`src/hw/ex_isa_pkg.sv`:
```
/* ISA-level types for the execute stage: data width, opcodes and the
   decoded / retire packets exchanged with the neighbouring stages */
package ex_isa_pkg;

  parameter int XLEN = 64;

  // opcodes as produced by the decoder
  typedef enum logic [7:0] {
    NOP = 8'h00,
    ADD, SUB, AND, OR, XOR,
    SLL, SRL, SRA, SLT, SLTU,
    LUI,
    BEQ, BNE, BLT, BGE,
    JAL, JALR,
    CSRRW, CSRRS, CSRRC,
    ECALL, MRET
  } op_e;

  // op1/op2 alu sources, op3 branch offset
  // csr ops carry the address in op2[11:0] and the source in op1
  typedef struct packed {
    op_e              opcode;
    logic [XLEN-1:0]  pc;
    logic [31:0]      inst;
    logic [XLEN-1:0]  op1;
    logic [XLEN-1:0]  op2;
    logic [XLEN-1:0]  op3;
    logic [4:0]       rd;
    logic             rd_wen;
  } dec_pkt_t;

  typedef struct packed {
    logic [XLEN-1:0]  pc;
    logic [31:0]      inst;
    logic [4:0]       rd;
    logic             rd_wen;
    logic [XLEN-1:0]  rd_wdata;
    logic             jmp;
    logic [XLEN-1:0]  jmpaddr;
    logic [31:0]      intr_no;
  } ret_pkt_t;

endpackage

```
`src/hw/ex_csr_pkg.sv`:
```
/* machine-mode CSR definitions: addresses, access request,
   trap causes and the status / enable bit positions */
package ex_csr_pkg;

  parameter logic [11:0] MSTATUS  = 12'h300;
  parameter logic [11:0] MIE      = 12'h304;
  parameter logic [11:0] MTVEC    = 12'h305;
  parameter logic [11:0] MSCRATCH = 12'h340;
  parameter logic [11:0] MEPC     = 12'h341;
  parameter logic [11:0] MCAUSE   = 12'h342;

  // one access per cycle, read is combinational
  typedef struct packed {
    logic [11:0]                  addr;
    logic                         ren;
    logic                         wen;
    logic [ex_isa_pkg::XLEN-1:0]  wdata;
  } csr_req_t;

  parameter logic [ex_isa_pkg::XLEN-1:0] CAUSE_ECALL_M = 64'd11;
  // interrupt flag in the top bit
  parameter logic [ex_isa_pkg::XLEN-1:0] CAUSE_MTIMER  = {1'b1, 63'd7};
  parameter logic [31:0]                 INTR_MTIMER   = 32'd7;

  parameter int MSTATUS_MIE_BIT  = 3;
  parameter int MSTATUS_MPIE_BIT = 7;
  parameter int MIE_MTIE_BIT     = 7;

endpackage

```
`src/hw/ex_stage_ctrl.sv`:
```
`timescale 1ns/1ps
/* execute stage control: accepts decoded packets, picks the computation or
   trap channel, and presents the merged result as a retire request */
module ex_stage_ctrl (
  input  logic                               clk,
  input  logic                               rst,
  input  logic                               i_dec_req,
  input  ex_isa_pkg::dec_pkt_t               i_dec_pkt,
  input  logic                               i_ret_ack,
  input  logic                               i_mtime_overflow,
  input  logic                               i_mstatus_mie,
  input  logic                               i_mie_mtie,
  input  ex_csr_pkg::csr_req_t               i_alu_csr,
  input  logic                               i_alu_jmp,
  input  logic [ex_isa_pkg::XLEN-1:0]        i_alu_jmpaddr,
  input  logic [ex_isa_pkg::XLEN-1:0]        i_alu_rd_wdata,
  input  ex_csr_pkg::csr_req_t               i_trap_csr,
  input  logic                               i_trap_jmp,
  input  logic [ex_isa_pkg::XLEN-1:0]        i_trap_jmpaddr,
  input  logic                               i_trap_done,
  output logic                               o_dec_ack,
  output ex_isa_pkg::dec_pkt_t               o_pkt,
  output logic                               o_alu_en,
  output logic                               o_trap_en,
  output logic                               o_is_intr,
  output ex_csr_pkg::csr_req_t               o_csr,
  output logic                               o_ret_req,
  output ex_isa_pkg::ret_pkt_t               o_ret_pkt
);

  typedef enum logic [1:0] {ST_IDLE, ST_BUSY, ST_REQ} state_e;

  state_e               state;
  ex_isa_pkg::dec_pkt_t pkt_q;
  logic                 dec_hs;
  logic                 ret_hs;
  logic                 take_intr;
  logic                 to_trap;

  assign o_dec_ack = (state == ST_IDLE);
  assign o_ret_req = (state == ST_REQ);
  assign dec_hs    = i_dec_req & o_dec_ack;
  assign ret_hs    = o_ret_req & i_ret_ack;

  // timer interrupt preempts whatever arrives
  assign take_intr = i_mstatus_mie & i_mie_mtie & i_mtime_overflow;
  assign to_trap   = take_intr | (i_dec_pkt.opcode == ex_isa_pkg::ECALL) |
                     (i_dec_pkt.opcode == ex_isa_pkg::MRET);

  always_ff @(posedge clk) begin
    if (rst) begin
      state     <= ST_IDLE;
      o_alu_en  <= 1'b0;
      o_trap_en <= 1'b0;
      o_is_intr <= 1'b0;
    end else begin
      case (state)
        ST_IDLE: begin
          if (dec_hs) begin
            o_is_intr <= take_intr;
            if (to_trap) begin
              o_trap_en <= 1'b1;
              state     <= ST_BUSY;
            end else begin
              // single-cycle unit, result is ready right away
              o_alu_en <= 1'b1;
              state    <= ST_REQ;
            end
          end
        end
        ST_BUSY: begin
          if (i_trap_done) begin
            state <= ST_REQ;
          end
        end
        ST_REQ: begin
          if (i_ret_ack) begin
            state     <= ST_IDLE;
            o_alu_en  <= 1'b0;
            o_trap_en <= 1'b0;
            o_is_intr <= 1'b0;
          end
        end
        default: state <= ST_IDLE;
      endcase
    end
  end

  always_ff @(posedge clk) begin
    if (dec_hs) begin
      pkt_q <= i_dec_pkt;
    end
  end

  assign o_pkt = pkt_q;

  // alu csr write lands once, when its retire is taken
  always_comb begin
    o_csr = '0;
    if (o_alu_en) begin
      o_csr     = i_alu_csr;
      o_csr.wen = i_alu_csr.wen & ret_hs;
    end else if (o_trap_en) begin
      o_csr = i_trap_csr;
    end
  end

  always_comb begin
    o_ret_pkt = '0;
    if (o_ret_req) begin
      o_ret_pkt.pc       = pkt_q.pc;
      o_ret_pkt.inst     = pkt_q.inst;
      o_ret_pkt.rd       = pkt_q.rd;
      o_ret_pkt.rd_wen   = pkt_q.rd_wen & o_alu_en;
      o_ret_pkt.rd_wdata = i_alu_rd_wdata;
      o_ret_pkt.jmp      = o_alu_en ? i_alu_jmp : i_trap_jmp;
      o_ret_pkt.jmpaddr  = o_alu_en ? i_alu_jmpaddr : i_trap_jmpaddr;
      o_ret_pkt.intr_no  = o_is_intr ? ex_csr_pkg::INTR_MTIMER : 32'd0;
    end
  end

endmodule

```
`config.mk`:
```
export PLATFORM = sky130hd
export DESIGN_NAME = ex_stage_ctrl
export DESIGN_NICKNAME = d
export VERILOG_FILES = /design/src/hw/ex_isa_pkg.sv /design/src/hw/ex_csr_pkg.sv /design/src/hw/ex_stage_ctrl.sv
export SDC_FILE = /design/constraint.sdc
export NUM_CORES = 1
export LEC_CHECK = 0
export BUFFER_PORTS_ARGS = -buffer_cell sky130_fd_sc_hd__buf_2
export CAP_MARGIN = 5
export CORE_AREA = 4 4 515 517
export CTS_CLUSTER_SIZE = 16
export DETAILED_ROUTE_END_ITERATION = 8
export DIE_AREA = 0 0 519 521
export SKIP_CTS_REPAIR_TIMING = 1
export SYNTH_ARGS = -nofsm -noshare
export SYNTH_HDL_FRONTEND = slang
export SYNTH_SLANG_ARGS = --single-unit
export TNS_END_PERCENT = 5
```
`constraint.sdc`:
```
create_clock -name clk -period 7.5 [get_ports clk]
set_clock_uncertainty 0.2 [all_clocks]
set_input_delay 0 -clock clk [delete_from_list [all_inputs] [get_ports clk]]
set_output_delay 0 -clock clk [all_outputs]
set_load 0.005 [all_outputs]
```
# Word-level counts from Yosys, hierarchy flattened
# Index checks and enable logic that the tools add are counted.
[op_classes] eq_ne=9 mux=20 bitwise=8 n_reduce_logical=6
[op_table] operator="2-to-1 mux 263 bit" n=1
[op_table] operator="2-to-1 mux 78 bit" n=2
[op_table] operator="2-to-1 mux 64 bit" n=1
[op_table] operator="== test 8 x 5 -> 1 bit, second input constant" n=2
[op_table] operator="2-to-1 mux 2 bit" n=4
[op_table] operator="AND reduction 4 bit" n=2
[op_table] operator="2-to-1 mux 1 bit" n=7
[op_table] operator="bitwise AND 1 bit" n=6
[op_table] operator="inequality test 2 bit, second input constant" n=3
[op_table] operator="one-hot mux 1 bit (2 select lines)" n=3
[op_table] operator="one-hot mux 2 bit (3 select lines)" n=1
[op_table] operator="AND reduction 3 bit" n=2
[op_table] operator="inequality test 2 x 1 -> 1 bit, second input constant" n=2
[op_table] operator="2-to-1 mux 3 bit" n=1
[op_table] operator="== test 2 x 1 -> 1 bit, second input constant" n=1
[op_table] operator="== test 2 bit, second input constant" n=1
[op_table] operator="logical NOT 2 bit" n=1
[op_table] operator="bitwise OR 1 bit" n=2
[op_table] operator="nonzero test 2 bit" n=1
[word_totals] reg_bits=307 in_bits=660

# Longest topological paths before layout
[depth] ltp_word=7 mapped_depth=6 ltp_nobuf=4

# Worst setup path after synthesis
# OpenSTA, ideal clock, no wires.
[synth_timing] path_kind="flip-flop to flip-flop" startpoint="reg state[1]" endpoint="reg pkt_q, in the netlist o_pkt[0] (enable)" setup_time_ns=0.652 t_arrival_ns=6.699 path_slack_ns=-0.052 stages_incl_launch_ff=4 n_path_buf=1 synth_period_minus_slack_ns=7.552 cell_sequence="dfxtp_1 buf_6 or3b_4 inv_1"
[synth_between] elab_chain_cells=2
[synth_lines] element="from (decl)" line="ex_stage_ctrl.sv:33" rtl="state_e state;"
[synth_lines] element="from (signal assigned)" line="ex_stage_ctrl.sv:52" rtl="state <= ST_IDLE;"
[synth_lines] element="from (signal assigned)" line="ex_stage_ctrl.sv:63" rtl="state <= ST_BUSY;"
[synth_lines] element="from (signal assigned)" line="ex_stage_ctrl.sv:67" rtl="state <= ST_REQ;"
[synth_lines] element="logical NOT 2 bit" line="ex_stage_ctrl.sv:40" rtl="assign o_dec_ack = (state == ST_IDLE);"
[synth_lines] element="bitwise AND 1 bit" line="ex_stage_ctrl.sv:42" rtl="assign dec_hs = i_dec_req & o_dec_ack;"
[synth_lines] element="via dec_hs" line="ex_stage_ctrl.sv:35" rtl="logic dec_hs;"
[synth_lines] element="to (signal assigned)" line="ex_stage_ctrl.sv:91" rtl="pkt_q <= i_dec_pkt;"
[synth_lines] element="to (decl)" line="ex_stage_ctrl.sv:34" rtl="ex_isa_pkg::dec_pkt_t pkt_q;"
# The timed path passes the listed nets, and every way through them passes these cells.
# A chain may end at the register's enable or synchronous reset.

==> flow_summary.yaml <==
run_status:
  status: "complete, no violations"
critical_path:
  crit_fanout: 115
  max_stage_delay_ps: 650
  cp_top_family: "buffers and inverters"
  crit_required_ps: 7300
  cp-start-kind: "flop"
  arrival_ps: 3670
  path_class: "flop to primary output"
  crit_buf_inv: 3
  cp_slowest_cell: "inv_8"
  crit_chain: "nand2b_4, inv_8, buf_4, nand4_1, nand2_1, buf_2"
  cp-end-kind: "primary output"
finish:
  fin_area_um2: 29900
  drive_gt1_share_pct: 51.1
  area_growth_pct: 139
  layout.nets: 3289
  fillCellCount: 29900
run:
  drv_cap: 0
place:
  place_hpwl_um: 192000
  place_congestion: 0.959
  dpl_cell_area_um2: 23000
  portBuffers: 1278
sta:
  fin_crit_sh_pct: 51.6
  fmax_mhz: 258
  period_minus_slack_ps: 3870
  tightest_slew_ps: 976
  fin_tns_setup_ps: 0
  rsz0062_at_grt: "no"
  drv_slew: 0
  timing_hold_violations_final: 0
  setup_violations: 0
  relSlewSlack_pct: 34.2
grt:
  antenna_found_initial: 218
  grt_max_degree: 115
  grt_pass1_wl_um: 232000
  grt_pass1_vias: 13400
  gr-total-overflow: 0
  grt_usage_pct: 14.5
detailed_routing:
  wire_per_inst_um: 34.5
  routed_via_density: 2.66
  drt-total-wl_um: 212000
  antenna_left: 0
  drc: 0
  first_pass_iters: 5
  dr.first_iter.drc_count: 929
  num_vias: 16300
synthesis:
  synth-warning-count: 0
  synth.avg_cell_area_um2: 15.6
  postSynthCellCount: 801
  syn_area_um2: 12500
  yosysTopAreaCell: "edfxtp_1"
  async_flop_share_pct: 0
  ys_top_cells_by_area: "edfxtp_1, and2_1, a22o_1"
  synth_seq_cells: 307
  synth.top_cell.area_share_pct: 72.5
  synth_enable_flop_cells: 302
  synth_flop_cell: "edfxtp_1"
  ys_seq_area_share_pct: 73.3
  ys_types: 37
floorplan:
  dieArea_um2: 270000
  ios: 1308
  start_util_pct: 4.79
  core-area_um2: 261000
  rows: 188
  die_y_um: 521
  die_x_um: 519
clock_network:
  cts_tree: "done"
  cts_root_buf: "clkbuf_16"
  clk-insertion-delay-late_ps: 600
  cts_buffers: 38
  cts_max_level: 2
  clock_path_buffers: 3
  cts_sinks: 307
  clk_pin_slew_ps: 70
worst_hold_path:
  hold_path.class: "primary input to flop"
power_and_ir_drop:
  leakage_nw: 12.7
  ir_drop_uv: 261
  power_density_nw_per_um2: 185
  p_total_mw: 5.55
area by class of cell:
cell class | instances | area [um^2] | area share (%)
Antenna cell | 54 | 135 | 0.451
Clock buffer | 46 | 1000 | 3.35
Clock inverter | 23 | 310 | 1.04
Inverter | 4 | 26.3 | 0.0877
Multi-Input combinational cell | 435 | 2960 | 9.88
Sequential cell | 307 | 9170 | 30.6
Tap cell | 3420 | 4280 | 14.3
Timing Repair Buffer | 1843 | 12100 | 40.3
per-layer routing:
layer | vias to the layer above | global-route usage, % | wire length, um
li1 | 6612 | - | -
met1 | 7809 | 17.0 | 84500
met2 | 1477 | 22.2 | 90300
met3 | 381 | 8.55 | 29700
met4 | 52 | 3.97 | 7000
met5 | - | 0 | 356
worst paths after layout:
path	start	endpoint	slack, ps	depth (start not counted)
setup reg to reg	state[1]$_SDFFE_PP0P_	o_pkt[171]$_DFFE_PP_	4380	4
hold / removal	i_dec_pkt[224]	o_pkt[224]$_DFFE_PP_	20	2
hold reg to reg	state[0]$_SDFFE_PP0P_	state[1]$_SDFFE_PP0P_	490	2
setup / recovery	state[1]$_SDFFE_PP0P_	o_csr[64]	3630	6
flip-flops by register name (all words and copies together), names as in the netlist:
name,cells
o_pkt,302
state,2
o_alu_en,1
o_is_intr,1
o_trap_en,1
per-stage QoR:
step	util, %	hold slack, ps	setup WS [ps]	cells
global route	11.5	-9.45	3290	6116
finish	11.5	24.0	3630	6132
global placement	8.79	-23.2	4310	5456
floorplan	-	-111	1730	829
CTS	9.30	-736	3520	5525
detailed placement	8.79	-21.9	4260	5456
cells in the mapped netlist, types with 2 or more instances:
cell and number:
nor2b_1 2, a22o_1 77, o21ai_0 2, clkbuf_1 23, o21a_1 2, buf_2 16
buf_1 4, inv_1 3, dfxtp_1 5, buf_4 38, edfxtp_1 302, nor2_1 68
mux2i_1 65, and2_1 167, a211oi_1 2, nand2_1 4
cell families (layout without fill, tap and decap cells):
family,after synthesis,after routing,share of synthesized area [%]
compound gates,90,90,6.27
xor+xnor,1,1,0.0700
buf+inv,87,1916,3.98
flops,307,307,73.3
mux,65,65,5.20
other cells,1,83,0.0300
simple gates,250,250,11.2
power breakdown:
part / total (mW) / switching, mW / internal (mW)
registers: 2.20 / 0.162 / 2.04
logic: 1.33 / 0.775 / 0.555
clock network: 2.02 / 0.871 / 1.15
cell usage in the layout, fill, tap and decap left out, types with 4 or more instances in the layout:
master,n
nor2_1,68
inv_8,4
bufinv_16,5
mux2i_1,65
conb_1,29
clkbuf_16,39
a22o_1,77
edfxtp_1,302
and2_1,167
nand2_1,4
buf_4,9
dlygate4sd3_1,553
clkbuf_1,7
buf_2,1278
diode_2,54
dfxtp_1,4
Power figures use the tool's default switching activity.
