## src/hw/ex_isa_pkg.sv

```systemverilog
/* ISA-level types for the execute stage: data width, opcodes and the
   decoded / retire packets exchanged with the neighbouring stages */
package ex_isa_pkg;

  parameter int XLEN = 64;

  // opcodes as produced by the decoder
  typedef enum logic [7:0] {
    NOP = 8'h00,
    ADD, SUB, AND, OR, XOR,
    SLL, SRL, SRA, SLT, SLTU,
    LUI,
    BEQ, BNE, BLT, BGE,
    JAL, JALR,
    CSRRW, CSRRS, CSRRC,
    ECALL, MRET
  } op_e;

  // op1/op2 alu sources, op3 branch offset
  // csr ops carry the address in op2[11:0] and the source in op1
  typedef struct packed {
    op_e              opcode;
    logic [XLEN-1:0]  pc;
    logic [31:0]      inst;
    logic [XLEN-1:0]  op1;
    logic [XLEN-1:0]  op2;
    logic [XLEN-1:0]  op3;
    logic [4:0]       rd;
    logic             rd_wen;
  } dec_pkt_t;

  typedef struct packed {
    logic [XLEN-1:0]  pc;
    logic [31:0]      inst;
    logic [4:0]       rd;
    logic             rd_wen;
    logic [XLEN-1:0]  rd_wdata;
    logic             jmp;
    logic [XLEN-1:0]  jmpaddr;
    logic [31:0]      intr_no;
  } ret_pkt_t;

endpackage

```

## src/hw/ex_csr_pkg.sv

```systemverilog
/* machine-mode CSR definitions: addresses, access request,
   trap causes and the status / enable bit positions */
package ex_csr_pkg;

  parameter logic [11:0] MSTATUS  = 12'h300;
  parameter logic [11:0] MIE      = 12'h304;
  parameter logic [11:0] MTVEC    = 12'h305;
  parameter logic [11:0] MSCRATCH = 12'h340;
  parameter logic [11:0] MEPC     = 12'h341;
  parameter logic [11:0] MCAUSE   = 12'h342;

  // one access per cycle, read is combinational
  typedef struct packed {
    logic [11:0]                  addr;
    logic                         ren;
    logic                         wen;
    logic [ex_isa_pkg::XLEN-1:0]  wdata;
  } csr_req_t;

  parameter logic [ex_isa_pkg::XLEN-1:0] CAUSE_ECALL_M = 64'd11;
  // interrupt flag in the top bit
  parameter logic [ex_isa_pkg::XLEN-1:0] CAUSE_MTIMER  = {1'b1, 63'd7};
  parameter logic [31:0]                 INTR_MTIMER   = 32'd7;

  parameter int MSTATUS_MIE_BIT  = 3;
  parameter int MSTATUS_MPIE_BIT = 7;
  parameter int MIE_MTIE_BIT     = 7;

endpackage

```

## src/hw/ex_csr_file.sv

```systemverilog
`timescale 1ns/1ps
/* machine CSRs used by the execute stage; one access port with
   combinational read, plus the interrupt enable levels */
module ex_csr_file #(
  parameter logic [ex_isa_pkg::XLEN-1:0] MTVEC_RESET = 64'h0000_0000_8000_0100
) (
  input  logic                               clk,
  input  logic                               rst,
  input  ex_csr_pkg::csr_req_t               i_csr,
  output logic [ex_isa_pkg::XLEN-1:0]        o_rdata,
  output logic                               o_mstatus_mie,
  output logic                               o_mie_mtie
);

  localparam int XW = ex_isa_pkg::XLEN;

  logic [XW-1:0] mstatus;
  logic [XW-1:0] mie;
  logic [XW-1:0] mtvec;
  logic [XW-1:0] mscratch;
  logic [XW-1:0] mepc;
  logic [XW-1:0] mcause;

  always_ff @(posedge clk) begin
    if (rst) begin
      mstatus  <= '0;
      mie      <= '0;
      mtvec    <= MTVEC_RESET;
      mscratch <= '0;
      mepc     <= '0;
      mcause   <= '0;
    end else if (i_csr.wen) begin
      // unknown addresses fall through
      case (i_csr.addr)
        ex_csr_pkg::MSTATUS:  mstatus  <= i_csr.wdata;
        ex_csr_pkg::MIE:      mie      <= i_csr.wdata;
        ex_csr_pkg::MTVEC:    mtvec    <= i_csr.wdata;
        ex_csr_pkg::MSCRATCH: mscratch <= i_csr.wdata;
        ex_csr_pkg::MEPC:     mepc     <= i_csr.wdata;
        ex_csr_pkg::MCAUSE:   mcause   <= i_csr.wdata;
        default: ;
      endcase
    end
  end

  always_comb begin
    o_rdata = '0;
    if (i_csr.ren) begin
      case (i_csr.addr)
        ex_csr_pkg::MSTATUS:  o_rdata = mstatus;
        ex_csr_pkg::MIE:      o_rdata = mie;
        ex_csr_pkg::MTVEC:    o_rdata = mtvec;
        ex_csr_pkg::MSCRATCH: o_rdata = mscratch;
        ex_csr_pkg::MEPC:     o_rdata = mepc;
        ex_csr_pkg::MCAUSE:   o_rdata = mcause;
        default:              o_rdata = '0;
      endcase
    end
  end

  assign o_mstatus_mie = mstatus[ex_csr_pkg::MSTATUS_MIE_BIT];
  assign o_mie_mtie    = mie[ex_csr_pkg::MIE_MTIE_BIT];

endmodule

```

## config.mk

```make
export PLATFORM = sky130hd
export DESIGN_NAME = ex_csr_file
export DESIGN_NICKNAME = d
export VERILOG_FILES = /design/src/hw/ex_isa_pkg.sv /design/src/hw/ex_csr_pkg.sv /design/src/hw/ex_csr_file.sv
export SDC_FILE = /design/constraint.sdc
export NUM_CORES = 1
export LEC_CHECK = 0
export BUFFER_PORTS_ARGS = -buffer_cell sky130_fd_sc_hd__buf_2
export CAP_MARGIN = 10
export CORE_AREA = 2 2 183 185
export DETAILED_ROUTE_END_ITERATION = 10
export DIE_AREA = 0 0 185 187
export PLACE_DENSITY = 0.77
export SETUP_SLACK_MARGIN = 0.02
export SLEW_MARGIN = 20
export SYNTH_ARGS = -nofsm -noshare
export SYNTH_HDL_FRONTEND = slang
export SYNTH_SLANG_ARGS = --single-unit
export TNS_END_PERCENT = 1
```

## constraint.sdc

```tcl
create_clock -name clk -period 2.9 [get_ports clk]
set_input_delay 0.58 -clock clk [delete_from_list [all_inputs] [get_ports clk]]
set_output_delay 0.58 -clock clk [all_outputs]
set_load 0.02 [all_outputs]
```

# Word level (Yosys, flattened, before mapping)
# Index checks and enable logic that the tools add are counted.
# classes
add_sub_neg	0
multipliers	0
div_mod_pow	0
order_cmp	0
eq_ne	6
shift	0
n_mux	2
bitwise_logic	0
n_reduce_logical	6
# ops
op	n
$pmux 64 s6	1
$eq 12x10->1 const B	6
$mux 64	1
$reduce_and 2->1	6
# word_totals
register_bits	384
latch_bits	0
ramBits	0
rom_bits	0
inputBits	80
output_inout_bits	66
word_cells	20
n_memories	0

# Logic depth before layout (Yosys ltp)
# Gate-level depths: netlist of run 1.
# logic_depth
word_depth	3
depth_mapped	7
depth_no_buf	4

# Worst setup path after synthesis of run 1
# OpenSTA, ideal clock, no wires.
# synth_path
path_type	input to output
from	input i_csr[72] (netlist bit)
to	output o_rdata[29] (netlist bit)
arrival_time_ns	2.047
required_time_ns	2.320
setup_slack_ns	0.273
path_stages	6
n_path_buf	3
cell_sequence	buf_2 > buf_2 > buf_2 > mux2_2 > a222oi_1 > a31oi_1
# synth_via
elab_chain_cells	3
# synth_lines
element	line	rtl
from (decl)	ex_csr_file.sv:9	input ex_csr_pkg::csr_req_t i_csr,
$eq 12x10->1	ex_csr_file.sv:49	case (i_csr.addr)
$pmux 64 s6 *	ex_csr_file.sv:49	
$mux 64 *	ex_csr_file.sv:48	if (i_csr.ren) begin
to (decl)	ex_csr_file.sv:10	output logic [ex_isa_pkg::XLEN-1:0] o_rdata,
# Mark *: on every way between the ends. The rest lies on a longest branch, timed or not.

# Worst setup path after layout of run 1
# layout_path
from	input i_csr[72] (netlist bit)
to	output o_rdata[58] (netlist bit)
# The elaborated chain is that of the path after synthesis.

==> flow_summary_export.csv, run 1 <==
group,metric,value,unit
global_route,grtUsageTotal,29.2,%
hold_path,min_path_type,"in2reg",
timing,fmax,0.353,GHz
timing,finalHoldViolCount,0,
detailed_routing,drt-total-wl,51500,um
worst_setup_path,end_kind,"primary output",
worst_setup_path,r2r_slack,2.22,ns
synthesis,ys_seq_elements,384,
synthesis,synth_largest_area_cell,"dfxtp_1",
power_and_ir_drop,pwr-share-seq,49.0,%
floorplan,num_rows,67,
timing,setup_viol,0,
power_and_ir_drop,p_leak,6.44,nW
timing,worst_pin_slew,0.799,ns
floorplan,start_util,50.8,%
timing,finalMaxSlewViolations,0,
synthesis,ys_types,37,
synthesis,async_reset_ff_share,0,%
worst_setup_path,cp-start-kind,"input pin",
power_and_ir_drop,power_frac_comb,4.4,%
global_route,grt_start_max_net_pins,99,
synthesis,yosys-top-cells-area,"dfxtp_1 (46%), nand2_1 (18%), a21oi_1 (9.7%)",
worst_setup_path,reg2regPathDepth,2,
detailed_routing,routedWlPerCell,19.3,um
worst_setup_path,cp.arrival,2.26,ns
power_and_ir_drop,swShare,22.1,%
worst_setup_path,crit_fanout,16,
power_and_ir_drop,internal-power,0.00838,W
layout,fin_nets,2261,
placed_design,io_buffers,145,
synthesis,synth_flop_cell,"dfxtp_1",
floorplan,top_level_ports,146,
synthesis,synth_edf_count,0,
synthesis,yosysMostFrequentCell,"nand2_1",
detailed_routing,drc,0,
floorplan,dieArea,0.0346,sq mm
clock_network,cts.sinks,384,
timing,finClkSkew,0,ns
global_route,grt_pass1_wl,80900,um
detailed_routing,viasPerCell,5.92,
detailed_routing,drtPass1Iterations,7,
power_and_ir_drop,powerDensity,555,mW/mm^2
clock_network,root_buffer,"clkbuf_16",
status,status,"finished clean",
synthesis,synth_top_area_share,46.1,%
placed_design,gp_congestion,0.830,
global_route,first_global_vias,15300,
power_and_ir_drop,ir_worst_vdd,0.391,mV
synthesis,syn_nets,2166,
power_and_ir_drop,power.switching,0.00238,W
power_and_ir_drop,power,0.0108,W
clock_network,clock_latency,0.54,ns
clock_network,cts-hold-fix-buffers,0,
timing,relSlewSlack,46.8,%
clock_network,clockBufferDepth,3,
synthesis,syn_inst,2086,
layout,final_cell_area,0.0194,sq mm
clock_network,htreeDepth,2,
worst_setup_path,r2r_end,"mtvec[8]$_SDFFE_PP1P_",
floorplan,die_width,185,um
clock_network,clk_pin_slew,0.06,ns
hold_path,worstHoldStart,"i_csr[27]",
layout,fill_cells,2879,
worst_setup_path,path_class,"in2out",
worst_setup_path,cp.required,2.32,ns
detailed_routing,ant_nets,0,
timing,setup-tns-final,0,ns
worst_setup_path,timing.rr.start,"mtvec[8]$_SDFFE_PP1P_",
global_route,grt_overflow,0,
floorplan,die_h,187,um
detailed_routing,first_iter_violations,1736,
detailed_routing,num_vias,15800,
hold_path,holdPathStages,3,
synthesis,ys_seq_area_share,46.1,%
layout,drive_above_1_share,18.8,%
clock_network,cts_tree,"done",
synthesis,avgSynthCellArea,8.00,sq um
placed_design,place_hpwl,31800,um
timing,rsz0062_at_grt,"yes",
clock_network,cts_made_buffers,40,
global_route,antenna_found_initial,11,
synthesis,syn_area,0.0167,sq mm
synthesis,yosys_warnings,0,
floorplan,core_area,0.0329,sq mm
power_and_ir_drop,p_clk_share,46.5,%
timing,min_period,2.84,ns
hold_path,min_to,"mscratch[27]$_SDFFE_PP0P_",
layout,area_growth,16.2,%
timing,fin_crit_sh,97.8,%
placed_design,dpl_cell_area,0.0181,sq mm
flow_run,drv_cap,0,
synthesis,ys_top_cells_by_count,"nand2_1 (811), dfxtp_1 (384), a21oi_1 (323)",
per-layer routing:
metal  part of all wire [%]  vias to the layer above  global-route usage (%)  wire [um]
li1                       -                     7329                       -          -
met1                     40                     7468                    37.3      20400
met2                     47                      802                    47.5      24300
met3                    9.1                      150                    5.39       4690
met4                    3.9                       12                    13.8       2020
met5                   0.15                        -                       0         79
power groups by stage:
stage / registers (W) / logic, W / clock network, W
after global routing: 0.00527 / 0.000496 / 0.00530
after detailed placement: 0.00539 / 0.000459 / 0
after CTS: 0.00528 / 0.000461 / 0.00506
after floorplan: 0.00539 / 0.000202 / 0
after global placement: 0.00539 / 0.000454 / 0
final: 0.00528 / 0.000478 / 0.00501
cells by family after synthesis:
kind of cell	share of synthesized area, %
and+or+nand+nor	21.9
AOI/OAI and AO/OA	21.7
muxes	4.02
buffers and inverters	6.30
DFF	46.1
metrics by stage:
| step | hold slack, ns | worst slack [ns] | util [%] | cells |
|---|---|---|---|---|
| finish | 0.337 | 0.0649 | 59.0 | 2664 |
| global placement | 0.436 | 0.0467 | 55.0 | 2587 |
| CTS | 0.323 | 0.0316 | 58.9 | 2656 |
| floorplan | 0.429 | 0.273 | - | 2086 |
| detailed placement | 0.443 | 0.0385 | 55.0 | 2587 |
| global route | 0.333 | -0.0133 | 59.0 | 2660 |
worst max-delay path, cell delays in order:
cell	delay, ns
buf_2	0.18
buf_12	0.18
nor4bb_4	0.43
buf_4	0.23
a222oi_1	0.11
a31oi_1	0.22
buf_4	0.17
buf_2	0.15
final cells by class:
class	count	area, sq um	area share, %
clock inverter	9	81.3	0.419
sequential	384	7690	39.6
clock buffer	60	1210	6.22
antenna	8	20.0	0.103
timing repair buffer	241	1790	9.20
tap	448	561	2.89
multi-input combinational	1514	8060	41.5
how the worst max path moves through the flow:
stage              start     endpoint  slack (ns)
2_1_floorplan  i_csr[72]  o_rdata[29]        0.27
3_3_place_gp   i_csr[77]  o_rdata[57]        0.05
3_5_place_dp   i_csr[77]  o_rdata[57]        0.04
4_1_cts        i_csr[77]  o_rdata[57]        0.03
5_1_grt        i_csr[72]  o_rdata[58]       -0.01
6_report       i_csr[72]  o_rdata[58]        0.06
flip-flops by register name, indices dropped and copies added, names as in the netlist:
name	count
mcause	64
mepc	64
mie	64
mscratch	64
mstatus	64
mtvec	64
what timing repair did:
item,CTS,global route
gates resized for setup,0,4
setup buffers,0,0
setup endpoints to repair,0,12
cell usage in the layout, fill, tap and decap left out, types with 11 or more instances in the layout:
| cell | n |
|---|---|
| nand2_1 | 811 |
| dfxtp_1 | 384 |
| a21oi_1 | 323 |
| buf_2 | 144 |
| buf_4 | 69 |
| a222oi_1 | 60 |
| a21oi_2 | 60 |
| nor2_1 | 43 |
| clkbuf_16 | 41 |
| mux2i_1 | 40 |
| a22o_1 | 38 |
| o2bb2ai_1 | 37 |
| buf_12 | 26 |
| a31oi_1 | 25 |
| mux2_2 | 24 |
| clkbuf_8 | 11 |
No activity file was read; power rests on OpenSTA's default activity.
==> run 2: changes to the inputs <==
--- a/config.mk
+++ b/config.mk
@@ -10,7 +10,7 @@
 export CORE_AREA = 2 2 183 185
 export DETAILED_ROUTE_END_ITERATION = 10
 export DIE_AREA = 0 0 185 187
-export PLACE_DENSITY = 0.77
+export PLACE_DENSITY_LB_ADDON = 0.15
 export SETUP_SLACK_MARGIN = 0.02
 export SLEW_MARGIN = 20
 export SYNTH_ARGS = -nofsm -noshare
==> flow_summary_export.csv, run 2 (synthesized netlist as in run 1, its figures left out) <==
group,metric,value,unit
power_and_ir_drop,powerDensity,564,mW/mm^2
floorplan,start_util,50.8,%
placed_design,gp_congestion,0.797,
hold_path,min_path_type,"in2reg",
hold_path,holdPathStages,3,
clock_network,root_buffer,"clkbuf_16",
worst_setup_path,cp-start-kind,"input pin",
placed_design,place_hpwl,30800,um
clock_network,clock_latency,0.54,ns
timing,min_period,2.85,ns
timing,fin_crit_sh,98.3,%
floorplan,dieArea,0.0346,sq mm
detailed_routing,num_vias,15300,
detailed_routing,drtPass1Iterations,9,
global_route,grt_pass1_wl,80200,um
layout,fin_nets,2251,
layout,final_cell_area,0.0194,sq mm
detailed_routing,drt-total-wl,51300,um
global_route,grt_use_met3,3.99,%
power_and_ir_drop,ir_worst_vdd,0.463,mV
worst_setup_path,crit_fanout,18,
timing,rsz0062_at_grt,"yes",
worst_setup_path,reg2regPathDepth,2,
layout,finalNonFillerCells,2651,
worst_setup_path,end_kind,"primary output",
global_route,grt_overflow,0,
timing,setup_viol,0,
layout,most-common-layout-cells,"nand2_1 (811), dfxtp_1 (384), a21oi_1 (322)",
layout,drive_above_1_share,18.3,%
timing,finalHoldViolCount,0,
timing,relSlewSlack,54.7,%
placed_design,dpl_worst_slack,0.0448,ns
worst_setup_path,cp.arrival,2.27,ns
clock_network,cts.sinks,384,
floorplan,top_level_ports,146,
clock_network,clockBufferDepth,3,
layout,final_common_cell,"nand2_1",
layout,area_growth,15.9,%
flow_run,drv_cap,0,
floorplan,core_area,0.0329,sq mm
placed_design,place_inst,2575,
global_route,grt.busiest_layer,"met2",
floorplan,num_rows,67,
timing,finClkSkew,0,ns
worst_setup_path,cp.required,2.32,ns
floorplan,die_h,187,um
power_and_ir_drop,p_leak,6.39,nW
detailed_routing,first_iter_violations,1389,
timing,finalMaxSlewViolations,0,
timing,worst_pin_slew,0.679,ns
clock_network,cts_setup_buffers,0,
global_route,met2_usage,47.8,%
global_route,grtUsageTotal,29.0,%
global_route,grt_start_max_net_pins,79,
detailed_routing,drc,0,
detailed_routing,viasPerCell,5.78,
placed_design,io_buffers,145,
clock_network,cts_tree,"done",
timing,layout_setup_ws,0.0483,ns
floorplan,die_width,185,um
timing,fmax,0.351,GHz
clock_network,clk_pin_slew,0.06,ns
worst_setup_path,path_class,"in2out",
power_and_ir_drop,power,0.0109,W
global_route,grtUsageMet1,39.4,%
global_route,antenna_found_initial,5,
placed_design,dpl_cell_area,0.0180,sq mm
global_route,first_global_vias,14600,
status,status,"finished clean",
clock_network,htreeDepth,2,
detailed_routing,routedWlPerCell,19.4,um
clock_network,cts_made_buffers,42,
detailed_routing,ant_nets,0,
## run 2: cell count changes in the layout (fill, tap and decap cells not counted), moves of 2 or more
cell	change
buf_4	-13
clkbuf_1	+5
clkbuf_8	-5
diode_2	-5
buf_2	-2
buf_6	+2
## run 2: through the flow
stage	hold slack [ns]	setup TNS, ns	utilization [%]
3_5_place_dp	0.442	0	54.8
2_1_floorplan	0.429	0	-
5_1_grt	0.330	-0.109	58.9
3_3_place_gp	0.435	0	54.8
6_report	0.333	0	58.9
4_1_cts	0.315	0	58.8
## run 2: layout make-up
cell class | count | area (sq um)
tap | 448 | 561
multi-input combinational | 1514 | 8060
antenna | 3 | 7.51
fill | 2972 | 13500
clock inverter | 12 | 135
clock buffer | 61 | 1180
timing repair buffer | 229 | 1720
sequential | 384 | 7690
## run 2: worst max-delay path, cell delays in order
cell and delay [ns]:
buf_2 0.15, buf_12 0.17, nor4b_4 0.37, and3_4 0.26, buf_4 0.13, a221oi_1 0.08
buf_4 0.15, a21oi_2 0.19, buf_4 0.18
## run 2: power by group
part | leakage [nW] | internal (W) | switching (W)
registers | 3.09 | 0.00528 | 0.000000271
clock network | 0.644 | 0.00301 | 0.00216
logic | 2.65 | 0.000135 | 0.000335
## run 2: worst paths after layout
| kind | start | endpoint | slack (ns) |
|---|---|---|---|
| setup / recovery | i_csr[72] | o_rdata[62] | 0.05 |
| setup reg to reg | mtvec[8]$_SDFFE_PP1P_ | mtvec[8]$_SDFFE_PP1P_ | 2.24 |
| hold reg to reg | mstatus[18]$_SDFFE_PP0P_ | mstatus[18]$_SDFFE_PP0P_ | 0.45 |
| hold / removal | i_csr[46] | mcause[46]$_SDFFE_PP0P_ | 0.33 |
## run 2: repair_timing
| action | CTS | global route |
|---|---|---|
| hold buffers | 0 | 0 |
| setup endpoints to repair | 0 | 22 |
| resized for setup | 0 | 8 |
## run 2: per-layer routing
layer	vias up	wire, um
li1	7296	-
met2	594	24100
met1	7324	22100
met4	6	1290
met3	101	3840
met5	-	35
