File: src/hw/ex_isa_pkg.sv
/* ISA-level types for the execute stage: data width, opcodes and the
   decoded / retire packets exchanged with the neighbouring stages */
package ex_isa_pkg;

  parameter int XLEN = 64;

  // opcodes as produced by the decoder
  typedef enum logic [7:0] {
    NOP = 8'h00,
    ADD, SUB, AND, OR, XOR,
    SLL, SRL, SRA, SLT, SLTU,
    LUI,
    BEQ, BNE, BLT, BGE,
    JAL, JALR,
    CSRRW, CSRRS, CSRRC,
    ECALL, MRET
  } op_e;

  // op1/op2 alu sources, op3 branch offset
  // csr ops carry the address in op2[11:0] and the source in op1
  typedef struct packed {
    op_e              opcode;
    logic [XLEN-1:0]  pc;
    logic [31:0]      inst;
    logic [XLEN-1:0]  op1;
    logic [XLEN-1:0]  op2;
    logic [XLEN-1:0]  op3;
    logic [4:0]       rd;
    logic             rd_wen;
  } dec_pkt_t;

  typedef struct packed {
    logic [XLEN-1:0]  pc;
    logic [31:0]      inst;
    logic [4:0]       rd;
    logic             rd_wen;
    logic [XLEN-1:0]  rd_wdata;
    logic             jmp;
    logic [XLEN-1:0]  jmpaddr;
    logic [31:0]      intr_no;
  } ret_pkt_t;

endpackage

File: src/hw/ex_csr_pkg.sv
/* machine-mode CSR definitions: addresses, access request,
   trap causes and the status / enable bit positions */
package ex_csr_pkg;

  parameter logic [11:0] MSTATUS  = 12'h300;
  parameter logic [11:0] MIE      = 12'h304;
  parameter logic [11:0] MTVEC    = 12'h305;
  parameter logic [11:0] MSCRATCH = 12'h340;
  parameter logic [11:0] MEPC     = 12'h341;
  parameter logic [11:0] MCAUSE   = 12'h342;

  // one access per cycle, read is combinational
  typedef struct packed {
    logic [11:0]                  addr;
    logic                         ren;
    logic                         wen;
    logic [ex_isa_pkg::XLEN-1:0]  wdata;
  } csr_req_t;

  parameter logic [ex_isa_pkg::XLEN-1:0] CAUSE_ECALL_M = 64'd11;
  // interrupt flag in the top bit
  parameter logic [ex_isa_pkg::XLEN-1:0] CAUSE_MTIMER  = {1'b1, 63'd7};
  parameter logic [31:0]                 INTR_MTIMER   = 32'd7;

  parameter int MSTATUS_MIE_BIT  = 3;
  parameter int MSTATUS_MPIE_BIT = 7;
  parameter int MIE_MTIE_BIT     = 7;

endpackage

File: src/hw/ex_trap_unit.sv
`timescale 1ns/1ps
/* trap channel: sequences the CSR updates of ecall, timer interrupt entry
   and mret over three states, then holds the pc redirect until released */
module ex_trap_unit (
  input  logic                               clk,
  input  logic                               rst,
  input  logic                               i_en,
  input  logic                               i_is_intr,
  input  ex_isa_pkg::dec_pkt_t               i_pkt,
  input  logic [ex_isa_pkg::XLEN-1:0]        i_csr_rdata,
  output ex_csr_pkg::csr_req_t               o_csr,
  output logic                               o_jmp,
  output logic [ex_isa_pkg::XLEN-1:0]        o_jmpaddr,
  output logic                               o_done
);

  localparam int XW = ex_isa_pkg::XLEN;

  typedef enum logic [2:0] {ST_IDLE, ST_S1, ST_S2, ST_S3, ST_DONE} state_e;

  state_e        state;
  state_e        step;
  logic          launch;
  logic          is_entry;
  logic [XW-1:0] cause;
  logic [XW-1:0] mstatus_next;
  logic [XW-1:0] target;

  assign launch   = (state == ST_IDLE) & i_en;
  // first step runs in the cycle the enable arrives
  assign step     = launch ? ST_S1 : state;
  assign is_entry = i_is_intr | (i_pkt.opcode == ex_isa_pkg::ECALL);
  assign cause    = i_is_intr ? ex_csr_pkg::CAUSE_MTIMER : ex_csr_pkg::CAUSE_ECALL_M;

  always_ff @(posedge clk) begin
    if (rst) begin
      state <= ST_IDLE;
    end else begin
      case (state)
        ST_IDLE: if (i_en) state <= ST_S2;
        ST_S2:   state <= ST_S3;
        ST_S3:   state <= ST_DONE;
        ST_DONE: if (!i_en) state <= ST_IDLE;
        default: state <= ST_IDLE;
      endcase
    end
  end

  // mret target, mepc read in the first step
  always_ff @(posedge clk) begin
    if (launch && !is_entry) begin
      target <= i_csr_rdata;
    end
  end

  always_comb begin
    mstatus_next = i_csr_rdata;
    if (is_entry) begin
      mstatus_next[ex_csr_pkg::MSTATUS_MPIE_BIT] = i_csr_rdata[ex_csr_pkg::MSTATUS_MIE_BIT];
      mstatus_next[ex_csr_pkg::MSTATUS_MIE_BIT]  = 1'b0;
    end else begin
      mstatus_next[ex_csr_pkg::MSTATUS_MIE_BIT]  = i_csr_rdata[ex_csr_pkg::MSTATUS_MPIE_BIT];
      mstatus_next[ex_csr_pkg::MSTATUS_MPIE_BIT] = 1'b1;
    end
  end

  always_comb begin
    o_csr = '0;
    case (step)
      ST_S1: begin
        o_csr.addr  = ex_csr_pkg::MEPC;
        o_csr.ren   = !is_entry;
        o_csr.wen   = is_entry;
        o_csr.wdata = is_entry ? i_pkt.pc : '0;
      end
      // mret has nothing to do here
      ST_S2: begin
        o_csr.addr  = ex_csr_pkg::MCAUSE;
        o_csr.wen   = is_entry;
        o_csr.wdata = is_entry ? cause : '0;
      end
      ST_S3: begin
        o_csr.addr  = ex_csr_pkg::MSTATUS;
        o_csr.ren   = 1'b1;
        o_csr.wen   = 1'b1;
        o_csr.wdata = mstatus_next;
      end
      // trap entry redirects to mtvec, read while the redirect is held
      ST_DONE: begin
        o_csr.addr = ex_csr_pkg::MTVEC;
        o_csr.ren  = is_entry;
      end
      default: o_csr = '0;
    endcase
  end

  assign o_done    = (state == ST_S3);
  assign o_jmp     = i_en & (state == ST_DONE);
  assign o_jmpaddr = o_jmp ? (is_entry ? i_csr_rdata : target) : '0;

endmodule

File: config.mk
export PLATFORM = sky130hd
export DESIGN_NAME = ex_trap_unit
export DESIGN_NICKNAME = d
export VERILOG_FILES = /design/src/hw/ex_isa_pkg.sv /design/src/hw/ex_csr_pkg.sv /design/src/hw/ex_trap_unit.sv
export SDC_FILE = /design/constraint.sdc
export NUM_CORES = 1
export LEC_CHECK = 0
export ABC_AREA = 1
export BUFFER_PORTS_ARGS = -buffer_cell sky130_fd_sc_hd__buf_2
export CAP_MARGIN = 0
export CORE_AREA = 2 2 198 200
export CTS_CLUSTER_SIZE = 16
export DETAILED_ROUTE_END_ITERATION = 8
export DIE_AREA = 0 0 200 202
export PLACE_DENSITY = 0.37
export SKIP_LAST_GASP = 1
export SYNTH_ARGS = -nofsm -noshare
export SYNTH_HDL_FRONTEND = slang
export SYNTH_SLANG_ARGS = --single-unit
File: constraint.sdc
create_clock -name clk -period 5.5 [get_ports clk]
set_clock_uncertainty 0.2 [all_clocks]
set_input_delay 0.275 -clock clk [delete_from_list [all_inputs] [get_ports clk]]
set_output_delay 0.275 -clock clk [all_outputs]
set_load 0.01 [all_outputs]
; ---- Word level (Yosys, flattened, before mapping)
; Index checks and enable logic that the tools add are counted.
[totals]
regBits = 67
output_inout_bits = 144
word_cells = 33
inputBits = 370
[classes]
bitwise_logic = 3
n_reduce_logical = 4
mux = 14
n_eq_ne = 10
[op_table]
columns = cell, n
row1 = $mux W64, 5
row2 = $pmux W65 S3, 1
row3 = $pmux W10 S4, 1
row4 = $eq A3 B2 Y1 const B, 4
row5 = $pmux W3 S4, 1
row6 = $mux W3, 3
row7 = $eq A8 B5 Y1 const B, 1
row8 = $eq A3 B3 Y1 const B, 2
row9 = $ne A2 B2 Y1 const B, 2
row10 = $eq A3 B1 Y1 const B, 1
row11 = $logic_not A3 Y1, 1
row12 = $pmux W1 S3, 1
row13 = $and A1 B1 Y1, 2
row14 = $mux W1, 2
row15 = $reduce_and A2 Y1, 1
row16 = $logic_and A1 B1 Y1, 1
row17 = $logic_not A1 Y1, 1
row18 = $or A1 B1 Y1, 1

; ---- Longest topological paths before layout
; Gate-level depths: netlist of run 1.
[depth]
depth_word = 5
ltp_mapped = 9
mapped_depth_nobuf = 8

; ---- Least setup slack after synthesis of run 1
; Ideal clock, no wire load.
[synth_path]
path_kind = input to register
from = in i_pkt[301] (netlist bit)
to = reg target[0] (enable)
setup_ps = 486
n_path_buf = 1
arrival_time_ps = 3448
cell_stages = 7
slack_ps = 1366
required_ps = 4814
cell_sequence = inv_1 -> nand2_1 -> nor2_1 -> nand2_1 -> nand2_1 -> buf_2 -> nor2_1
[synth_between]
elab_chain_cells = 4
[synth_rtl]
columns = item, line
row1 = from (decl), ex_trap_unit.sv:9  ; input ex_isa_pkg::dec_pkt_t i_pkt,
row2 = $eq A8 B5 Y1, ex_trap_unit.sv:32  ; assign is_entry = i_is_intr | (i_pkt.opcode == ex_isa_pkg::ECALL);
row3 = $or A1 B1 Y1, ex_trap_unit.sv:32
row4 = $logic_not A1 Y1, ex_trap_unit.sv:51  ; if (launch && !is_entry) begin
row5 = $logic_and A1 B1 Y1, ex_trap_unit.sv:51
row6 = to (signal assigned), ex_trap_unit.sv:52  ; target <= i_csr_rdata;
row7 = to (decl), ex_trap_unit.sv:27  ; logic [XW-1:0] target;
; No other way between the ends.
; A chain may end at the register's enable or synchronous reset.

; ---- Final worst setup path of run 1
[layout_path]
from = reg state[0]
to = out o_jmpaddr[10] (netlist bit)
[layout_between]
elab_chain_cells = 3
[layout_rtl]
columns = item, line
row1 = from (decl), ex_trap_unit.sv:21  ; state_e state;
row2 = from (signal assigned), ex_trap_unit.sv:37  ; state <= ST_IDLE;
row3 = from (signal assigned), ex_trap_unit.sv:40  ; ST_IDLE: if (i_en) state <= ST_S2;
row4 = from (signal assigned), ex_trap_unit.sv:41  ; ST_S2: state <= ST_S3;
row5 = $eq A3 B3 Y1, ex_trap_unit.sv:98  ; assign o_jmp = i_en & (state == ST_DONE);
row6 = $and A1 B1 Y1, ex_trap_unit.sv:98
row7 = $mux W64, ex_trap_unit.sv:99  ; assign o_jmpaddr = o_jmp ? (is_entry ? i_csr_rdata : target) : '0;
row8 = to (decl), ex_trap_unit.sv:13  ; output logic [ex_isa_pkg::XLEN-1:0] o_jmpaddr,
; No other way between the ends.

==> reports/metrics.csv, run 1 <==
metric;value;unit
busiest_layer;met2;
drtPass1Iterations;5;
tns;0;ns
min_path_type;in2reg;
portBuffers;277;
dp_hpwl;15800;um
design.die.area;40400;sq um
place_ws;2.61;ns
slowest_delay;0.51;ns
ioPinCount;514;
syn_area_per_cell;7.43;sq um
timing.slew.headroom;43.4;%
maxSlewViolCount;0;
antenna_found_initial;0;
synth_top_family_by_area;simple AND/OR/NAND/NOR gates;
fill_cells;4385;
power.switching;426;uW
finalSetupViolCount;0;
syn_area;4650;sq um
p_seq_share;40.5;%
antenna_cells;0;
crit_start;state[0]$_SDFFE_PP0P_;
vdd_drop_max;0.123;mV
maxCapViolations;0;
worstSetupStartpointType;flop;
num_rows;72;
crit_type;reg2out;
die_h;202;um
synth_compound_area_share;7.07;%
comb_power_share;21.6;%
ant_nets;0;
final_nets;1301;
finalWorstSetupSlack;2.26;ns
grt_pass1_vias;5255;
worst_ep_required_time;5.03;ns
grt-ovfl-total;0;
ys_warn_count;0;
power.share.clock;37.9;%
worstPathCellList;nor3_4, nand2_2, inv_2, buf_4, nand2_1, nor2_1, buf_2;
vias;5379;
synth_cells;626;
grt_max_degree;77;
hold_viol;0;
status;complete, no violations;
cp_max_fo;33;
crit_path_top_delay_cell;buf_4;
period_minus_slack;3.24;ns
power.leakage;0.00350;uW
htreeDepth;3;
end_kind;primary output;
track_usage;10.6;%
finalCritPeriodShare;58.9;%
powerDensity;199;nW/um^2
synth_simple_gate_area_share;41.2;%
grtUsageMet1;12.7;%
postCtsSetupBuffers;0;
yosysSeqAreaShare;42.6;%
p_total;1460;uW
place_congestion;0.734;
crit_arrival;2.76;ns
layout-drive-gt1-share;33.1;%
hold_buffers;65;
clk_latency;0.34;ns
multi_input_area;2290;sq um
viasPerCell;3.70;
crit_family;buffers and inverters;
muxShareOfSynthArea;0;%
drt_iter0_drc;215;
tightest_slew;0.849;ns
max_freq;0.309;GHz
hp-start;i_en;
drc;0;
swShare;29.1;%
wl_per_cell;15.0;um
post_cts_resize_count;0;
grt_pass1_wl;32100;um
seqCellArea;1980;sq um
cts_max_path_buffers;2;
areaGrowthSynthToFinish;58.0;%
use_met2;17.3;%
timing.hold.ws;0.0413;ns
start_util;12.2;%
core;38300;sq um
path_buf_inv;3;
die_w;200;um
drt_wl_total;21800;um
clk_pin_slew_worst_paths;0.06;ns
cts_tree;done;
cts-root-buf;clkbuf_16;
synth_cell_types;21;
synthXorXnorAreaFrac;0;%
cts_sinks;67;
cts_made_buffers;9;
synthAdderAreaFrac;0;%
worstReg2RegStart;state[1]$_SDFFE_PP0P_;
internal-power;1040;uW
use_met3;4.74;%
rsz0062_at_grt;false;
ys_seq_elements;67;
[final timing paths]
path	endpoint	slack (ns)	cells past startpoint
worst max-delay path	o_jmpaddr[10]	2.26	7
worst min-delay path	state[2]$_SDFFE_PP0P_	0.04	3
worst max register to register	target[11]$_DFFE_PP_	3.63	4
worst min register to register	state[1]$_SDFFE_PP0P_	0.28	1
[metal layers]
metal	wire length (um)	vias to the layer above
met1	9520	2459
met3	2330	9
met2	9800	216
met4	155	0
met5	0	-
li1	-	2695
[cell usage in the layout (no fill, tap or decap), drive strengths merged]
cell type	n
dlygate4sd3	65
clkbuf	13
edfxtp	64
nor2	73
nand4	2
dfxtp	3
a21oi	64
o21ai	1
nor4	1
nand3b	63
nor3	1
conb	6
buf	286
nand3	74
inv	15
nand2	202
clkinv	3
[logic make-up after synthesis]
family / count (synthesis)
AND/OR/NAND/NOR: 416
other: 1
buffers and inverters: 77
flip-flops: 67
AO/OA/AOI/OAI: 65
[through the flow]
stage | instance area (sq um) | std cells | util, %
floorplan | 4670 | 631 | -
global placement | 6430 | 1373 | 16.8
detailed placement | 6430 | 1373 | 16.8
CTS | 7350 | 1454 | 19.2
global route | 7350 | 1454 | 19.2
finish | 7350 | 1454 | 19.2
[power by group through the flow]
stage          Sequential, uW  Clock, uW  Combinational, uW
2_1_floorplan             604          0                144
3_3_place_gp              602          0                284
3_5_place_dp              602          0                285
4_1_cts                   591        596                322
5_1_grt                   594        608                352
6_report                  592        555                316
[layout make-up]
type | count | share of cell area [%]
clock inverter | 3 | 0.204
tap | 518 | 8.82
sequential | 67 | 27.0
inverter | 15 | 0.800
multi-input combinational | 487 | 31.2
clock buffer | 13 | 3.40
timing repair buffer | 351 | 28.6
[Yosys cell counts, drive strengths merged]
cell	count	area [sq um]
a21oi	64	320
buf	47	307
clkbuf	15	56.3
conb	1	3.75
dfxtp	3	60.1
edfxtp	64	1920
inv	15	56.3
nand2	202	761
nand3	74	375
nand3b	63	473
nand4	2	12.5
nor2	73	274
nor3	1	16.3
nor4	1	6.26
o21ai	1	8.76
[registers in the layout, summed over array words and instances (netlist names)]
signal  flops
target     64
state       3
[worst reg2reg max path: stages (launching register included)]
cell and delay, ns:
dfxtp_1 0.37, nor2_1 0.17, nand3_1 0.14, nor2_4 0.14
buf_4 0.44
No activity file was read; power rests on OpenSTA's default activity.
==> run 2: changes to the inputs <==
PLACE_DENSITY = 0.38   (was 0.37)
clock period = 2.6 ns   (was 5.5 ns; I/O delays follow)
==> run 2 against run 1 <==
  * Sequential share of layout area fell by 0.46 points
  * Largest cell class unchanged
  * First-iteration DRC count grew 6.5%
  * Via count barely moved
==> reports/metrics.csv, run 2 (same netlist as run 1, synthesis figures left out) <==
metric;value;unit;change
status;complete, no violations;;unchanged
cts_tree;done;;unchanged
cts_max_path_buffers;2;;unchanged
final_common_cell;buf_2;;unchanged
largest_reg_flops;64;;unchanged
areaGrowthSynthToFinish;60.8;%;was 58.0%
multi_input_area;2290;sq um;unchanged
worstReg2RegStart;state[1]$_SDFFE_PP0P_;;unchanged
htreeDepth;3;;unchanged
clk_latency;0.34;ns;about the same
wl_per_cell;15.1;um;was 15.0 um
hold_buffers;67;;was 65
drt_wl_total;22000;um;was 21800 um
grt_max_degree;130;;was 77
regToRegEndpoint;target[20]$_DFFE_PP_;;was target[11]$_DFFE_PP_
timing.hold.ws;0.293;ns;was 0.0413 ns
power.leakage;0.00356;uW;was 0.00350 uW
rsz0062_at_grt;false;;unchanged
start_util;12.2;%;unchanged
drt_iter0_drc;229;;was 215
final_nets;1307;;was 1301
finalCritPeriodShare;92.8;%;
final_core_util;19.5;%;was 19.2%
vdd_drop_max;0.271;mV;was 0.123 mV
vias;5381;;was 5379
num_rows;72;;unchanged
design.die.area;40400;sq um;unchanged
hold_viol;0;;unchanged
endpoint;o_jmpaddr[10];;unchanged
top_regs;target: 64 flops, state: 3 flops;;unchanged
antenna_cells;0;;unchanged
crit_arrival;2.08;ns;was 2.76 ns
grt_pass1_vias;5270;;was 5255
end_kind;primary output;;unchanged
maxSlewViolCount;0;;unchanged
track_usage;10.7;%;was 10.6%
largest-register;target;;unchanged
min_path_type;reg2reg;;was in2reg
worstSetupStartpointType;flop;;unchanged
cp_max_fo;25;;was 33
ff2ff_setup_slack;0.77;ns;was 3.63 ns
fill_cells;4368;;was 4385
die_h;202;um;unchanged
layout_common_cells;277 x buf_2, 199 x nand2_1, 73 x nand3_1;;unchanged
seqCellArea;1980;sq um;unchanged
drc;0;;unchanged
die_w;200;um;unchanged
cts-root-buf;clkbuf_16;;unchanged
ioPinCount;514;;unchanged
cts_sinks;67;;unchanged
ff2ff_path_depth;4;;unchanged
core;38300;sq um;unchanged
tns;0;ns;unchanged
grt_pass1_wl;32300;um;was 32100 um
drtPass1Iterations;5;;unchanged
place_congestion;0.743;;was 0.734
antenna_found_initial;0;;unchanged
crit_type;reg2out;;unchanged
grt-ovfl-total;0;;unchanged
clk_pin_slew_worst_paths;0.06;ns;about the same
tightest_slew;0.591;ns;was 0.849 ns
powerDensity;412;nW/um^2;was 199 nW/um^2
maxCapViolations;0;;unchanged
portBuffers;277;;unchanged
post_cts_resize_count;0;;unchanged
max_freq;0.415;GHz;
dp_hpwl;15800;um;about the same
period_minus_slack;2.41;ns;
cts_made_buffers;9;;unchanged
postCtsSetupBuffers;0;;unchanged
worst_ep_required_time;2.27;ns;was 5.03 ns
finalSetupViolCount;0;;unchanged
ant_nets;0;;unchanged
viasPerCell;3.69;;was 3.70
layout-drive-gt1-share;33.3;%;was 33.1%
crit_start;state[0]$_SDFFE_PP0P_;;unchanged
timing.slew.headroom;60.6;%;was 43.4%
-- run 2: cell count changes in the layout (fill, tap and decap cells not counted), sizes merged --
| cell | delta |
|---|---|
| dlygate4sd3 | +2 |
| clkbuf | -1 |
| clkinv | +1 |
| buf | +4 |
-- run 2: worst min-delay path by stage --
stage                                  to                  start  cells after the start  slack (ns)
detailed placement    target[3]$_DFFE_PP_         i_csr_rdata[3]                      1        0.13
floorplan           state[2]$_SDFFE_PP0P_                    rst                      1     -0.0009
CTS                   target[3]$_DFFE_PP_         i_csr_rdata[3]                      2        0.29
global placement      target[3]$_DFFE_PP_         i_csr_rdata[3]                      1        0.13
global route          target[3]$_DFFE_PP_         i_csr_rdata[3]                      2        0.31
finish              state[1]$_SDFFE_PP0P_  state[2]$_SDFFE_PP0P_                      1        0.29
-- run 2: through the flow --
stage	setup WS (ns)	cells	instance area, sq um	power [uW]
after floorplan	0.371	631	4680	1580
after global placement	0.325	1377	6550	1880
after detailed placement	0.351	1377	6550	1890
after CTS	0.140	1460	7480	3180
after global routing	0.0156	1460	7480	3270
final	0.188	1460	7480	3080
-- run 2: layout make-up --
type	count	share of cell area (%)
clock buffer	12	3.16
clock inverter	4	0.268
inverter	15	0.786
multi-input combinational	487	30.6
sequential	67	26.5
tap	518	8.67
timing repair buffer	357	30.0
-- run 2: power by group --
part,switching (uW),internal (uW),total [uW]
Sequential,11.7,1240,1250
Clock,505,641,1150
Combinational,386,295,681
Total,902,2180,3080
-- run 2: layer usage --
| metal | vias to the layer above | share of wire, % | global-route usage [%] |
|---|---|---|---|
| met5 | - | 0 | 0 |
| met4 | 0 | 0.79 | 2.06 |
| met3 | 10 | 9.7 | 4.17 |
| met2 | 224 | 45 | 17.3 |
| met1 | 2441 | 45 | 13.5 |
| li1 | 2706 | - | - |
-- run 2: critical path: stages (launching register included) --
cell and delay, ns:
dfxtp_1 0.39, nor3_4 0.31, nand2_2 0.09, inv_2 0.32
buf_12 0.23, nand2_1 0.07, nor2_1 0.10, buf_2 0.19
